File: src/verilog/ArmPkg.sv
package ArmPkg;

    localparam int RegCount = 16;

    typedef logic [31:0] wordT;
    typedef logic [3:0]  regIdxT;
    typedef logic [3:0]  flagsT;         // N, Z, C, V from the top bit down.
    typedef logic [11:0] shiftOperandT;
    typedef logic [1:0]  modeT;

    localparam modeT ModeData = 2'd0;
    localparam modeT ModeMem  = 2'd1;

    // Condition field without NV (4'hf).
    typedef enum logic [3:0] {
        CondEq, CondNe, CondCs, CondCc, CondMi, CondPl, CondVs, CondVc,
        CondHi, CondLs, CondGe, CondLt, CondGt, CondLe, CondAl
    } condT;

    typedef enum logic [3:0] {
        OpAnd = 4'b0000,
        OpEor = 4'b0001,
        OpSub = 4'b0010,
        OpAdd = 4'b0100,
        OpAdc = 4'b0101,
        OpSbc = 4'b0110,
        OpTst = 4'b1000,
        OpCmp = 4'b1010,
        OpOrr = 4'b1100,
        OpMov = 4'b1101,
        OpMvn = 4'b1111
    } opCodeT;

    // Execute commands as the ALU sees them.
    typedef enum logic [3:0] {
        CmdMov = 4'b0001,
        CmdMvn = 4'b1001,
        CmdAdd = 4'b0010,
        CmdAdc = 4'b0011,
        CmdSub = 4'b0100,
        CmdSbc = 4'b0101,
        CmdAnd = 4'b0110,
        CmdOrr = 4'b0111,
        CmdEor = 4'b1000
    } exeCmdT;

endpackage

File: src/verilog/PipePkg.sv
package PipePkg;

    // Fetch queue entries, and the credits a producer starts with.
    localparam int QueueDepth = 4;
    localparam int QueuePtrBits = $clog2(QueueDepth);

    typedef logic [QueuePtrBits-1:0] queuePtrT;
    typedef logic [QueuePtrBits:0]   queueCountT;   // Holds 0 up to QueueDepth.

    localparam int MemWords = 64;

    typedef logic [$clog2(MemWords)-1:0] MemIdxT;

endpackage

File: src/verilog/StageIf.sv
`timescale 1ns/1ps

// ID/EX register contents.
interface DecodeBus;
    import ArmPkg::*;

    exeCmdT       exeCmd;
    logic         setFlags;
    logic         memWrite;
    logic         memRead;
    logic         wbEnable;
    regIdxT       dest;
    wordT         valRn;
    wordT         valRm;
    logic         immFlag;
    shiftOperandT shiftOperand;

    modport source (output exeCmd, setFlags, memWrite, memRead, wbEnable, dest,
                    valRn, valRm, immFlag, shiftOperand);
    modport sink (input exeCmd, setFlags, memWrite, memRead, wbEnable, dest,
                  valRn, valRm, immFlag, shiftOperand);
    modport monitor (input dest, wbEnable, setFlags);
endinterface

// EX/MEM register contents.
interface ExecBus;
    import ArmPkg::*;

    wordT   aluResult;
    wordT   storeValue;
    regIdxT dest;
    logic   memRead;
    logic   memWrite;
    logic   wbEnable;

    modport source (output aluResult, storeValue, dest, memRead, memWrite, wbEnable);
    modport sink (input aluResult, storeValue, dest, memRead, memWrite, wbEnable);
    modport monitor (input dest, wbEnable);
endinterface

interface HazardBus;
    import ArmPkg::*;

    regIdxT src1;
    regIdxT src2;
    logic   twoSrc;
    logic   condUsed;
    logic   stall;

    modport id (output src1, src2, twoSrc, condUsed, input stall);
    modport unit (input src1, src2, twoSrc, condUsed, output stall);
endinterface

File: src/verilog/FetchQueue.sv
`timescale 1ns/1ps

module FetchQueue (
    input  logic         clk,
    input  logic         reset,
    input  logic         instrValid,
    input  ArmPkg::wordT instr,
    input  logic         pop,
    output logic         headValid,
    output ArmPkg::wordT headInstr,
    output logic         instrCredit
);
    import ArmPkg::*;
    import PipePkg::*;

    wordT       slots [QueueDepth];
    queuePtrT   writePtr;
    queuePtrT   readPtr;
    queueCountT count;

    assign headValid = (count != '0);
    assign headInstr = slots[readPtr];

    always_ff @(posedge clk) begin
        if (instrValid) begin
            slots[writePtr] <= instr;
        end
    end

    always_ff @(posedge clk) begin
        if (reset) begin
            writePtr <= '0;
            readPtr <= '0;
            count <= '0;
            instrCredit <= 1'b0;
        end else begin
            if (instrValid) writePtr <= writePtr + 1'b1;   // Wraps with the power-of-two depth.
            if (pop) readPtr <= readPtr + 1'b1;
            if (instrValid && !pop) begin
                count <= count + 1'b1;
            end else if (!instrValid && pop) begin
                count <= count - 1'b1;
            end
            instrCredit <= pop;   // Freed slot goes back to the producer.
        end
    end

    // Credits must keep the producer from ever overrunning the queue.
    noPushWhenFull: assert property (@(posedge clk) disable iff (reset)
        instrValid |-> count != queueCountT'(QueueDepth));

    noPopWhenEmpty: assert property (@(posedge clk) disable iff (reset) pop |-> headValid);

endmodule

File: src/verilog/ControlUnit.sv
`timescale 1ns/1ps

module ControlUnit (
    input  ArmPkg::modeT   mode,
    input  ArmPkg::opCodeT opCode,
    input  logic           sBit,
    output ArmPkg::exeCmdT exeCmd,
    output logic           setFlags,
    output logic           memWrite,
    output logic           memRead,
    output logic           wbEnable
);
    import ArmPkg::*;

    always_comb begin
        exeCmd = CmdMov;
        setFlags = 1'b0;
        memWrite = 1'b0;
        memRead = 1'b0;
        wbEnable = 1'b0;
        if (mode == ModeData) begin
            setFlags = sBit;
            wbEnable = 1'b1;
            case (opCode)
                OpMov: exeCmd = CmdMov;
                OpMvn: exeCmd = CmdMvn;
                OpAdd: exeCmd = CmdAdd;
                OpAdc: exeCmd = CmdAdc;
                OpSub: exeCmd = CmdSub;
                OpSbc: exeCmd = CmdSbc;
                OpAnd: exeCmd = CmdAnd;
                OpOrr: exeCmd = CmdOrr;
                OpEor: exeCmd = CmdEor;
                OpCmp: begin
                    exeCmd = CmdSub;   // Flags only.
                    wbEnable = 1'b0;
                end
                OpTst: begin
                    exeCmd = CmdAnd;
                    wbEnable = 1'b0;
                end
                default: begin
                    setFlags = 1'b0;
                    wbEnable = 1'b0;
                end
            endcase
        end else if (mode == ModeMem) begin
            // Address is base plus offset; bit 20 picks load over store.
            exeCmd = CmdAdd;
            memRead = sBit;
            wbEnable = sBit;
            memWrite = ~sBit;
        end
    end

endmodule

File: src/verilog/RegisterFile.sv
`timescale 1ns/1ps

module RegisterFile (
    input  logic           clk,
    input  logic           reset,
    input  logic           writeEnable,
    input  ArmPkg::regIdxT writeReg,
    input  ArmPkg::wordT   writeData,
    input  ArmPkg::regIdxT readReg1,
    input  ArmPkg::regIdxT readReg2,
    output ArmPkg::wordT   readData1,
    output ArmPkg::wordT   readData2
);
    import ArmPkg::*;

    wordT regs [RegCount];

    always_ff @(posedge clk) begin
        if (reset) begin
            for (int i = 0; i < RegCount; i++) begin
                regs[i] <= '0;
            end
        end else if (writeEnable) begin
            regs[writeReg] <= writeData;
        end
    end

    // Bypass so decode sees a value written back in the same cycle.
    assign readData1 = (writeEnable && writeReg == readReg1) ? writeData : regs[readReg1];
    assign readData2 = (writeEnable && writeReg == readReg2) ? writeData : regs[readReg2];

endmodule

File: src/verilog/IdStage.sv
`timescale 1ns/1ps

module IdStage (
    input  logic           clk,
    input  logic           reset,
    input  logic           headValid,
    input  ArmPkg::wordT   headInstr,
    output logic           pop,
    input  ArmPkg::flagsT  flags,
    input  logic           wbEnable,
    input  ArmPkg::regIdxT wbDest,
    input  ArmPkg::wordT   wbValue,
    HazardBus.id           hazard,
    DecodeBus.source       decode
);
    import ArmPkg::*;

    condT   cond;
    modeT   mode;
    opCodeT opCode;
    logic   sBit;
    logic   immFlag;
    regIdxT rn;
    regIdxT rd;
    regIdxT rm;
    regIdxT readReg2;
    wordT   valRn;
    wordT   valRm;
    exeCmdT ctrlExeCmd;
    logic   ctrlSetFlags;
    logic   ctrlMemWrite;
    logic   ctrlMemRead;
    logic   ctrlWbEnable;
    logic   condPass;
    logic   bubble;
    logic   n, z, c, v;

    assign cond = condT'(headInstr[31:28]);
    assign mode = headInstr[27:26];
    assign immFlag = headInstr[25];
    assign opCode = opCodeT'(headInstr[24:21]);
    assign sBit = headInstr[20];
    assign rn = headInstr[19:16];
    assign rd = headInstr[15:12];
    assign rm = headInstr[3:0];
    assign {n, z, c, v} = flags;

    ControlUnit controlUnit (
        .mode(mode), .opCode(opCode), .sBit(sBit),
        .exeCmd(ctrlExeCmd), .setFlags(ctrlSetFlags), .memWrite(ctrlMemWrite),
        .memRead(ctrlMemRead), .wbEnable(ctrlWbEnable)
    );

    assign readReg2 = ctrlMemWrite ? rd : rm;   // STR reads the register it stores.

    RegisterFile registerFile (
        .clk(clk), .reset(reset),
        .writeEnable(wbEnable), .writeReg(wbDest), .writeData(wbValue),
        .readReg1(rn), .readReg2(readReg2),
        .readData1(valRn), .readData2(valRm)
    );

    always_comb begin
        case (cond)
            CondEq: condPass = z;
            CondNe: condPass = ~z;
            CondCs: condPass = c;
            CondCc: condPass = ~c;
            CondMi: condPass = n;
            CondPl: condPass = ~n;
            CondVs: condPass = v;
            CondVc: condPass = ~v;
            CondHi: condPass = c & ~z;
            CondLs: condPass = ~c | z;
            CondGe: condPass = (n == v);
            CondLt: condPass = (n != v);
            CondGt: condPass = ~z & (n == v);
            CondLe: condPass = z | (n != v);
            CondAl: condPass = 1'b1;
            default: condPass = 1'b0;   // NV never runs.
        endcase
    end

    assign hazard.src1 = rn;
    assign hazard.src2 = readReg2;
    assign hazard.twoSrc = ~immFlag | ctrlMemWrite;
    assign hazard.condUsed = (cond != CondAl);

    assign pop = headValid & ~hazard.stall;
    assign bubble = hazard.stall | ~headValid | ~condPass;

    always_ff @(posedge clk) begin
        if (reset) begin
            decode.setFlags <= 1'b0;
            decode.memWrite <= 1'b0;
            decode.memRead <= 1'b0;
            decode.wbEnable <= 1'b0;
        end else begin
            decode.setFlags <= ctrlSetFlags & ~bubble;
            decode.memWrite <= ctrlMemWrite & ~bubble;
            decode.memRead <= ctrlMemRead & ~bubble;
            decode.wbEnable <= ctrlWbEnable & ~bubble;
        end
    end

    always_ff @(posedge clk) begin
        decode.exeCmd <= ctrlExeCmd;
        decode.dest <= rd;
        decode.valRn <= valRn;
        decode.valRm <= valRm;
        decode.immFlag <= immFlag;
        decode.shiftOperand <= headInstr[11:0];
    end

endmodule

File: src/verilog/ExeStage.sv
`timescale 1ns/1ps

module ExeStage (
    input  logic          clk,
    input  logic          reset,
    DecodeBus.sink        decode,
    ExecBus.source        exec,
    output ArmPkg::flagsT flags
);
    import ArmPkg::*;

    wordT        operand2;
    wordT        imm8;
    logic [63:0] immPair;
    logic [63:0] rorPair;
    logic [4:0]  shiftAmount;
    wordT        addB;
    logic        addCin;
    logic [32:0] sum;
    wordT        result;
    logic        arith;
    logic        overflow;
    flagsT       newFlags;

    assign imm8 = {24'b0, decode.shiftOperand[7:0]};
    assign immPair = {imm8, imm8} >> {decode.shiftOperand[11:8], 1'b0};
    assign shiftAmount = decode.shiftOperand[11:7];
    assign rorPair = {decode.valRm, decode.valRm} >> shiftAmount;

    always_comb begin
        if (decode.memRead || decode.memWrite) begin
            operand2 = {20'b0, decode.shiftOperand};   // Unsigned load/store offset.
        end else if (decode.immFlag) begin
            operand2 = immPair[31:0];
        end else begin
            case (decode.shiftOperand[6:5])
                2'b00: operand2 = decode.valRm << shiftAmount;
                2'b01: operand2 = decode.valRm >> shiftAmount;
                2'b10: operand2 = $signed(decode.valRm) >>> shiftAmount;
                default: operand2 = rorPair[31:0];
            endcase
        end
    end

    // Subtraction adds the inverted operand; carry means no borrow.
    always_comb begin
        addB = operand2;
        addCin = 1'b0;
        case (decode.exeCmd)
            CmdAdc: addCin = flags[1];
            CmdSub: begin
                addB = ~operand2;
                addCin = 1'b1;
            end
            CmdSbc: begin
                addB = ~operand2;
                addCin = flags[1];
            end
            default: addCin = 1'b0;
        endcase
    end

    assign sum = {1'b0, decode.valRn} + {1'b0, addB} + {32'b0, addCin};
    assign overflow = (decode.valRn[31] == addB[31]) && (sum[31] != decode.valRn[31]);

    always_comb begin
        arith = 1'b0;
        case (decode.exeCmd)
            CmdMov: result = operand2;
            CmdMvn: result = ~operand2;
            CmdAnd: result = decode.valRn & operand2;
            CmdOrr: result = decode.valRn | operand2;
            CmdEor: result = decode.valRn ^ operand2;
            default: begin
                result = sum[31:0];
                arith = 1'b1;
            end
        endcase
    end

    // Logic ops leave C and V as they were.
    assign newFlags = {result[31], result == '0, arith ? sum[32] : flags[1],
                       arith ? overflow : flags[0]};

    always_ff @(posedge clk) begin
        if (reset) begin
            exec.memRead <= 1'b0;
            exec.memWrite <= 1'b0;
            exec.wbEnable <= 1'b0;
            flags <= '0;
        end else begin
            exec.memRead <= decode.memRead;
            exec.memWrite <= decode.memWrite;
            exec.wbEnable <= decode.wbEnable;
            if (decode.setFlags) flags <= newFlags;
        end
    end

    always_ff @(posedge clk) begin
        exec.aluResult <= result;
        exec.storeValue <= decode.valRm;
        exec.dest <= decode.dest;
    end

    // Decode never marks one instruction as both load and store.
    oneMemOp: assert property (@(posedge clk) disable iff (reset)
        !(decode.memRead && decode.memWrite));

endmodule

File: src/verilog/MemStage.sv
`timescale 1ns/1ps

module MemStage (
    input  logic           clk,
    input  logic           reset,
    ExecBus.sink           exec,
    output logic           wbEnable,
    output ArmPkg::regIdxT wbDest,
    output ArmPkg::wordT   wbValue
);
    import ArmPkg::*;
    import PipePkg::*;

    wordT   dataMem [MemWords];
    MemIdxT memIdx;

    assign memIdx = exec.aluResult[$bits(MemIdxT)+1:2];   // Word address.

    always_ff @(posedge clk) begin
        if (exec.memWrite) begin
            dataMem[memIdx] <= exec.storeValue;
        end
    end

    always_ff @(posedge clk) begin
        if (reset) begin
            wbEnable <= 1'b0;
        end else begin
            wbEnable <= exec.wbEnable;
        end
    end

    always_ff @(posedge clk) begin
        wbDest <= exec.dest;
        wbValue <= exec.memRead ? dataMem[memIdx] : exec.aluResult;
    end

    wordAligned: assert property (@(posedge clk) disable iff (reset)
        (exec.memRead || exec.memWrite) |-> exec.aluResult[1:0] == 2'b00);

endmodule

File: src/verilog/HazardUnit.sv
`timescale 1ns/1ps

module HazardUnit (
    HazardBus.unit    hazard,
    DecodeBus.monitor decode,
    ExecBus.monitor   exec
);
    logic src1Hit;
    logic src2Hit;
    logic flagHit;

    // Rn is compared even when the instruction has no Rn.
    assign src1Hit = (decode.wbEnable && hazard.src1 == decode.dest) ||
                     (exec.wbEnable && hazard.src1 == exec.dest);
    assign src2Hit = hazard.twoSrc &&
                     ((decode.wbEnable && hazard.src2 == decode.dest) ||
                      (exec.wbEnable && hazard.src2 == exec.dest));
    assign flagHit = hazard.condUsed && decode.setFlags;   // Flags not yet written.

    assign hazard.stall = src1Hit | src2Hit | flagHit;

endmodule

File: src/verilog/ArmPipeline.sv
`timescale 1ns/1ps

module ArmPipeline (
    input  logic           clk,
    input  logic           reset,
    input  logic           instrValid,
    input  ArmPkg::wordT   instr,
    output logic           instrCredit,
    output logic           wbValid,
    output ArmPkg::regIdxT wbDest,
    output ArmPkg::wordT   wbValue
);
    import ArmPkg::*;

    logic  headValid;
    wordT  headInstr;
    logic  pop;
    flagsT flags;

    DecodeBus decodeBus ();
    ExecBus   execBus ();
    HazardBus hazardBus ();

    FetchQueue fetchQueue (
        .clk(clk), .reset(reset), .instrValid(instrValid), .instr(instr), .pop(pop),
        .headValid(headValid), .headInstr(headInstr), .instrCredit(instrCredit)
    );

    IdStage idStage (
        .clk(clk), .reset(reset), .headValid(headValid), .headInstr(headInstr),
        .pop(pop), .flags(flags), .wbEnable(wbValid), .wbDest(wbDest),
        .wbValue(wbValue), .hazard(hazardBus.id), .decode(decodeBus.source)
    );

    ExeStage exeStage (
        .clk(clk), .reset(reset), .decode(decodeBus.sink), .exec(execBus.source),
        .flags(flags)
    );

    MemStage memStage (
        .clk(clk), .reset(reset), .exec(execBus.sink),
        .wbEnable(wbValid), .wbDest(wbDest), .wbValue(wbValue)
    );

    HazardUnit hazardUnit (
        .hazard(hazardBus.unit), .decode(decodeBus.monitor), .exec(execBus.monitor)
    );

endmodule

File: config.mk
export PLATFORM = sky130hd
export DESIGN_NAME = ArmPipeline
export DESIGN_NICKNAME = d
export VERILOG_FILES = /design/src/verilog/ArmPkg.sv /design/src/verilog/PipePkg.sv /design/src/verilog/StageIf.sv /design/src/verilog/FetchQueue.sv /design/src/verilog/ControlUnit.sv /design/src/verilog/RegisterFile.sv /design/src/verilog/IdStage.sv /design/src/verilog/ExeStage.sv /design/src/verilog/MemStage.sv /design/src/verilog/HazardUnit.sv /design/src/verilog/ArmPipeline.sv
export SDC_FILE = /design/constraint.sdc
export NUM_CORES = 2
export LEC_CHECK = 0
export BUFFER_PORTS_ARGS = -buffer_cell sky130_fd_sc_hd__buf_4
export CELL_PAD_IN_SITES_DETAIL_PLACEMENT = 1
export CELL_PAD_IN_SITES_GLOBAL_PLACEMENT = 1
export CORE_ASPECT_RATIO = 1.2
export CORE_MARGIN = 2
export CORE_UTILIZATION = 50
export DETAILED_ROUTE_END_ITERATION = 16
export PLACE_DENSITY = 0.86
export SLEW_MARGIN = 10
export SYNTH_ARGS = -nofsm -noshare
export SYNTH_HDL_FRONTEND = slang
export SYNTH_SLANG_ARGS = --single-unit
File: constraint.sdc
create_clock -name clk -period 14.1 [get_ports clk]
set_input_delay 0 -clock clk [delete_from_list [all_inputs] [get_ports clk]]
set_output_delay 0 -clock clk [all_outputs]
set_load 0.03 [all_outputs]
# [After elaboration in Yosys (flattened, before gate mapping)]
# Memory sizes are Yosys's and may differ from the RTL's. A register that Yosys moved wholly into a read port is not among the register bits.
# Cells that the tools add are included.
[totals] mem_count=3 word_cells=184 ram_bits=2688 out_inout_bits=38 regBits=209 inputBits=35
[classes] shifts=5 add_sub_neg=6 muxes=38 bitwise=29 n_reduce_logical=32 n_eq_ne=46
[mem_list] memory="memStage.dataMem" depth=64 word_bits=32 read_ports=1 rd_ports_with_merged_regs=1 write_ports=1 line="MemStage.sv:14" source="wordT dataMem [MemWords];"
[mem_list] memory="idStage.registerFile.regs" depth=16 word_bits=32 read_ports=2 rd_ports_with_merged_regs=0 write_ports=16 line="RegisterFile.sv:16" source="wordT regs [RegCount];"
[mem_list] memory="fetchQueue.slots" depth=4 word_bits=32 read_ports=1 rd_ports_with_merged_regs=1 write_ports=1 line="FetchQueue.sv:16" source="wordT slots [QueueDepth];"
[op_table] op="$mux W32" count=7
[op_table] op="$pmux W32 S5" count=1
[op_table] op="$pmux W32 S3" count=1
[op_table] op="$shr A64 B5 Y32" count=1
[op_table] op="$eq A4 B4 Y1 const B" count=14
[op_table] op="$eq A4 B3 Y1 const B" count=11
[op_table] op="$shr A40 B5 Y32" count=1
[op_table] op="$add A32 B32 Y33" count=1
[op_table] op="$add A33 B1 Y33" count=1
[op_table] op="$and A32 B32 Y32" count=1
[op_table] op="$logic_not A32 Y1" count=1
[op_table] op="$not A32 Y32" count=1
[op_table] op="$or A32 B32 Y32" count=1
[op_table] op="$pmux W4 S8" count=1
[op_table] op="$reduce_or A32 Y1" count=1
[op_table] op="$shl A32 B5 Y32" count=1
[op_table] op="$shr A32 B5 Y32" count=1
[op_table] op="$sshr A32 B5 Y32" count=1
[op_table] op="$xor A32 B32 Y32" count=1
[op_table] op="$eq A4 B4 Y1" count=6
[op_table] op="$mux W1" count=18
[op_table] op="$eq A4 B2 Y1 const B" count=4
[op_table] op="$pmux W1 S15" count=1
[op_table] op="$eq A4 B1 Y1 const B" count=3
[op_table] op="other kinds (27)" count=76

# [Depth between registers and ports, before layout]
[logic_depth] ltp_word=15 depth_mapped=26 ltp_nobuf=21

# [Hierarchy]
# From an unflattened synthesis, not the netlist that was laid out.
[unflattened] cells_unflattened=8005 hier_area_um2=128507.0
[modules_own_cells] mod="MemStage" cells_each=4077 seq_area_each_um2=62239.7 area_per_inst_um2=79752.7 instances=1
[modules_own_cells] mod="RegisterFile" cells_each=1766 seq_area_each_um2=15374.7 area_per_inst_um2=27345.0 instances=1
[modules_own_cells] mod="ExeStage" cells_each=1761 seq_area_each_um2=1501.4 area_per_inst_um2=13767.0 instances=1
[modules_own_cells] mod="FetchQueue" cells_each=212 seq_area_each_um2=4043.9 area_per_inst_um2=5104.9 instances=1
[modules_own_cells] mod="IdStage" cells_each=137 seq_area_each_um2=1781.7 area_per_inst_um2=2182.1 instances=1
[modules_own_cells] mod="HazardUnit" cells_each=26 seq_area_each_um2=0.0 area_per_inst_um2=200.2 instances=1
[modules_own_cells] mod="ControlUnit" cells_each=26 seq_area_each_um2=0.0 area_per_inst_um2=155.1 instances=1

# [Least setup slack after synthesis]
# OpenSTA, ideal clock, no wires.
[synth_path] kind="reg-to-reg" start="register idStage.decode.shiftOperand[8] (netlist name)" end="register exeStage.flags[2]" synth_period_minus_slack_ns=5.490 setup_ns=0.092 required_ns=14.008 path_buffers=4 arrival_ns=5.398 path_slack_ns=8.610 path_stages_with_launch=25 path_cell_list="dfxtp_1 > buf_6 > buf_12 > buf_12 > buf_6 > mux4_2 > mux2i_1 > o311ai_1 > nand2_1 > a311oi_1 > a211oi_1 > xnor2_1 > ha_1 > a21o_1 > and3_1 > a2111oi_1 > a211o_1 > a21oi_1 > or3_1 > a32oi_1 > o211ai_1 > or4_1 > nor4_1 > nand4b_1 > o32ai_1"
[synth_between] elab_chain_len=10 word_cells_on_any_way=17 cone_classes="add/sub: 2; shift: 5; mux: 5; bitwise: 4; reduce/logical: 1"
[synth_rtl] item="from (decl)" line="StageIf.sv:19" source="valRn, valRm, immFlag, shiftOperand);"
[synth_rtl] item="from (signal assigned)" line="IdStage.sv:112" source="decode.shiftOperand <= headInstr[11:0];"
[synth_rtl] item="$shr A64 B5 Y32, or another cell as far along" line="ExeStage.sv:28" source="assign rorPair = {decode.valRm, decode.valRm} >> shiftAmount;"
[synth_rtl] item="$pmux W32 S3" line="ExeStage.sv:36" source="case (decode.shiftOperand[6:5])"
[synth_rtl] item="$mux W32" line="ExeStage.sv:33" source="end else if (decode.immFlag) begin"
[synth_rtl] item="$mux W32 (*)" line="ExeStage.sv:31" source="if (decode.memRead || decode.memWrite) begin"
[synth_rtl] item="$not A32 Y32" line="ExeStage.sv:52, ExeStage.sv:56, ExeStage.sv:70"
[synth_rtl] item="$mux W32"
[synth_rtl] item="$add A32 B32 Y33" line="ExeStage.sv:63" source="assign sum = {1'b0, decode.valRn} + {1'b0, addB} + {32'b0, addCin};"
[synth_rtl] item="$add A33 B1 Y33" line="ExeStage.sv:63"
[synth_rtl] item="$pmux W32 S5 (*)" line="ExeStage.sv:68" source="case (decode.exeCmd)"
[synth_rtl] item="via exeStage.result[26]" line="ExeStage.sv:20" source="wordT result;"
[synth_rtl] item="$logic_not A32 Y1 (*)" line="ExeStage.sv:82" source="assign newFlags = {result[31], result == '0, arith ? sum[32] : flags[1],"
[synth_rtl] item="to (signal assigned)" line="ExeStage.sv:95" source="if (decode.setFlags) flags <= newFlags;"
[synth_rtl] item="to (decl)" line="ExeStage.sv:8" source="output ArmPkg::flagsT flags"
# Mark *: on every way through the listed nets, which the timed path passes. The rest lies on a longest branch.
# A chain may end at the register's enable or synchronous reset.

# [Worst setup path after layout]
[layout_path] start="register idStage.decode.shiftOperand[7] (netlist name)" end="register exeStage.flags[2]"
# The elaborated chain is that of the path after synthesis.

==> flow_summary.json <==
{
  "run_status": "finished, violations left",
  "failing_checks": "capacitance limit, slew limit",
  "pwr_density_cell_nw_per_um2": 244,
  "hold_buffers": 66,
  "detailroute.via_count": 86000,
  "cap_violations": 1,
  "synth_top_cells_by_area": "edfxtp_1 65%, mux4_2 5.0%, a22oi_1 4.8%",
  "global_router_s_overall_resource_usage_pct": 37.9,
  "layout_common_cells": "2688 x edfxtp_1, 793 x a22oi_1, 593 x and2_1",
  "period_needed_ps": 8630,
  "gpl.final_weighted_congestion": 0.994,
  "postSynth.asyncResetShare_pct": 0,
  "worstPathMaxFanout": 40,
  "timing.final.crit_share_pct": 61.2,
  "finalSetupViolCount": 0,
  "clkSinkCount": 2899,
  "critical_path_required_ps": 14880,
  "report.power.total_mw": 34.0,
  "finClkSkew_ps": 74.0,
  "syn_avg_cell_area_sq_um": 15.0,
  "drv_slew": 1,
  "ys_warn_count": 0,
  "netlist_area_pre_place_sq_um": 124000,
  "rsz0062_at_grt": "no",
  "yosysTopAreaCell": "edfxtp_1",
  "wire_length_of_the_first_global_routing_pass_mm": 680,
  "timing_worst_setup_path_type": "flip-flop to flip-flop",
  "grt_start_max_net_pins": 108,
  "timing.hold.worst.class": "primary input to flip-flop",
  "fillCellCount": 22600,
  "mostFrequentLayoutCell": "edfxtp_1",
  "routed_via_density": 7.30,
  "power.ir.vdd_worst_mv": 0.174,
  "synthesis.instances": 8240,
  "grt_antenna_before_repair": 37,
  "clk_transition_reported_paths_ps": 70,
  "fmax_mhz": 116,
  "cts-resized-gates": 0,
  "die_height_um": 550,
  "tightest_slew_ps": 1500,
  "startpoint_type": "flip-flop",
  "route.final.wire_length_mm": 486,
  "drt_first_iter_violations": 14100,
  "pre_cts_ws_ps": 5900,
  "ys_seq_elements": 2899,
  "clockRootBuffer": "clkbuf_16",
  "timing.setup.tns_ps": 0,
  "die_area_sq_um": 252000,
  "tritoncts": "built",
  "p_leak_nw": 45.8,
  "final_hpwl_from_detailed_placement_mm": 268,
  "worst_slew_margin_rel_pct": -0.310,
  "clock_insertion_delay_at_the_later_pin_of_the_skew_report_ps": 900,
  "yosys_most_used_dff": "edfxtp_1",
  "edff_count_synth": 2688,
  "drc_errors": 0,
  "cts.htree.levels": 5,
  "arrival_ps": 9410,
  "fin_nets": 8454,
  "cts_setup_buffers": 0,
  "synth-seq-area-share_pct": 68.5,
  "synth.top_cell.area_share_pct": 65.1,
  "core.rowCount": 200,
  "hold_viol": 0,
  "timing.final.ws_setup_ps": 5470,
  "r2r_setup_slack_ps": 5470,
  "cts-root-to-sink-buffers": 4,
  "syn_nets": 8378,
  "timing.hold.ws_ps": 83.2,
  "die_w_um": 459,
  "place.port_buffers": 72,
  "cts-buffers-inserted": 291,
  "drt.antenna.violating_nets": 0,
  "drive_above_1_share_pct": 15.8,
  "grt.overflow.total": 0,
  "num_io_pins": 73,
  "core_area_sq_um": 247000,
  "kind_of_end_point_of_the_critical_path": "flip-flop",
  "routedWlPerCell_um": 41.2,
  "starting_density_of_the_core_pct": 50.2,
  "grt_pass1_vias": 88500,
  "area_growth_syn_to_layout_pct": 12.2,
  "drtPass1Iterations": 8,
  "synth_cell_types": 99
}
-- critical path: stages (launching register included) --
cell and delay (ps):
dfxtp_4 640, buf_4 500, buf_4 580, mux2_2 310, nor2_1 110, o31ai_1 820
a211oi_1 220, o31ai_1 1070, inv_2 190, xnor2_1 200, ha_1 410, and4_1 260
and3_1 160, a2111oi_1 730, a211o_1 270, a21oi_1 120, or3_1 370, a32oi_1 200
o211ai_1 140, or4_1 490, nor4_1 420, nand4b_1 160, o32ai_1 130
-- sequential cells by signal, indices dropped and copies added (netlist names), 12 cells and up, named ones only --
| register | flops |
|---|---|
| exeStage.exec.storeValue | 32 |
| memStage.wbValue | 32 |
| idStage.decode.valRm | 32 |
| fetchQueue.slots | 128 |
| idStage.decode.valRn | 32 |
| idStage.decode.shiftOperand | 12 |
| idStage.registerFile.regs | 512 |
| exeStage.exec.aluResult | 32 |
| memStage.dataMem | 2048 |
-- layout make-up --
class                   count  area (sq um)  share of cell area [%]
flip-flops and latches   2899         85000                    61.1
multi-input cells        4579         36700                    26.4
clock buffers             367          7850                    5.64
well taps                3232          4040                    2.91
repair buffers            447          3680                    2.65
clock inverters           144          1360                   0.980
inverters                  98           368                   0.264
diodes                     15          37.5                  0.0270
-- metrics by stage --
stage          utilization [%]  instances  cell area (sq um)
3_3_place_gp              52.3      11200             129000
6_report                  56.3      11800             139000
4_1_cts                   56.3      11800             139000
3_5_place_dp              52.3      11200             129000
5_1_grt                   56.3      11800             139000
2_1_floorplan                -       8240             124000
-- final timing paths --
check | start | cells after the start | endpoint
min reg2reg | idStage.decode.dest[1]$_DFF_P_ | 0 | exeStage.exec.dest[1]$_DFF_P_
max reg2reg | idStage.decode.shiftOperand[7]$_DFF_P_ | 22 | exeStage.flags[2]$_SDFFE_PP0P_
min | instrValid | 4 | fetchQueue.writePtr[0]$_SDFFE_PP0P_
max | idStage.decode.shiftOperand[7]$_DFF_P_ | 22 | exeStage.flags[2]$_SDFFE_PP0P_
-- cell usage after synthesis, types with 144 or more instances --
master / n
a22oi_1: 793
nand2_1: 368
mux4_2: 275
edfxtp_1: 2688
mux2i_1: 269
a221oi_1: 172
dfxtp_1: 211
a21oi_1: 210
and2_1: 593
clkbuf_1: 476
nor2_1: 294
a211oi_1: 144
nand4_1: 211
-- cell families (layout without fill, tap and decap cells) --
group | after synthesis | in the layout | synth area share [%]
DFF | 2899 | 2899 | 68.5
AOI/OAI and AO/OA | 2052 | 2052 | 12.1
and+or+nand+nor | 1712 | 1712 | 7.28
buffers and inverters | 762 | 1056 | 2.50
muxes | 622 | 622 | 7.90
adders and majority gates | 104 | 104 | 1.07
xor gates and xnor gates | 89 | 89 | 0.629
other | 0 | 15 | 0
-- routing by layer --
layer | part of all wire, % | track usage [%] | wire length, um
met5 | 0.041 | 0.0950 | 197
met4 | 8.8 | 27.3 | 42500
met3 | 12 | 9.42 | 58000
met2 | 47 | 60.2 | 226000
met1 | 33 | 45.2 | 159000
-- report_power, final --
group	leakage, nW	switching [mW]	internal (mW)	total, mW
combinational	14.6	10.2	4.30	14.5
sequential	26.7	0.888	10.7	11.6
clock	4.50	3.52	4.34	7.86
total	45.8	14.6	19.4	34.0
Power figures use the tool's default switching activity.
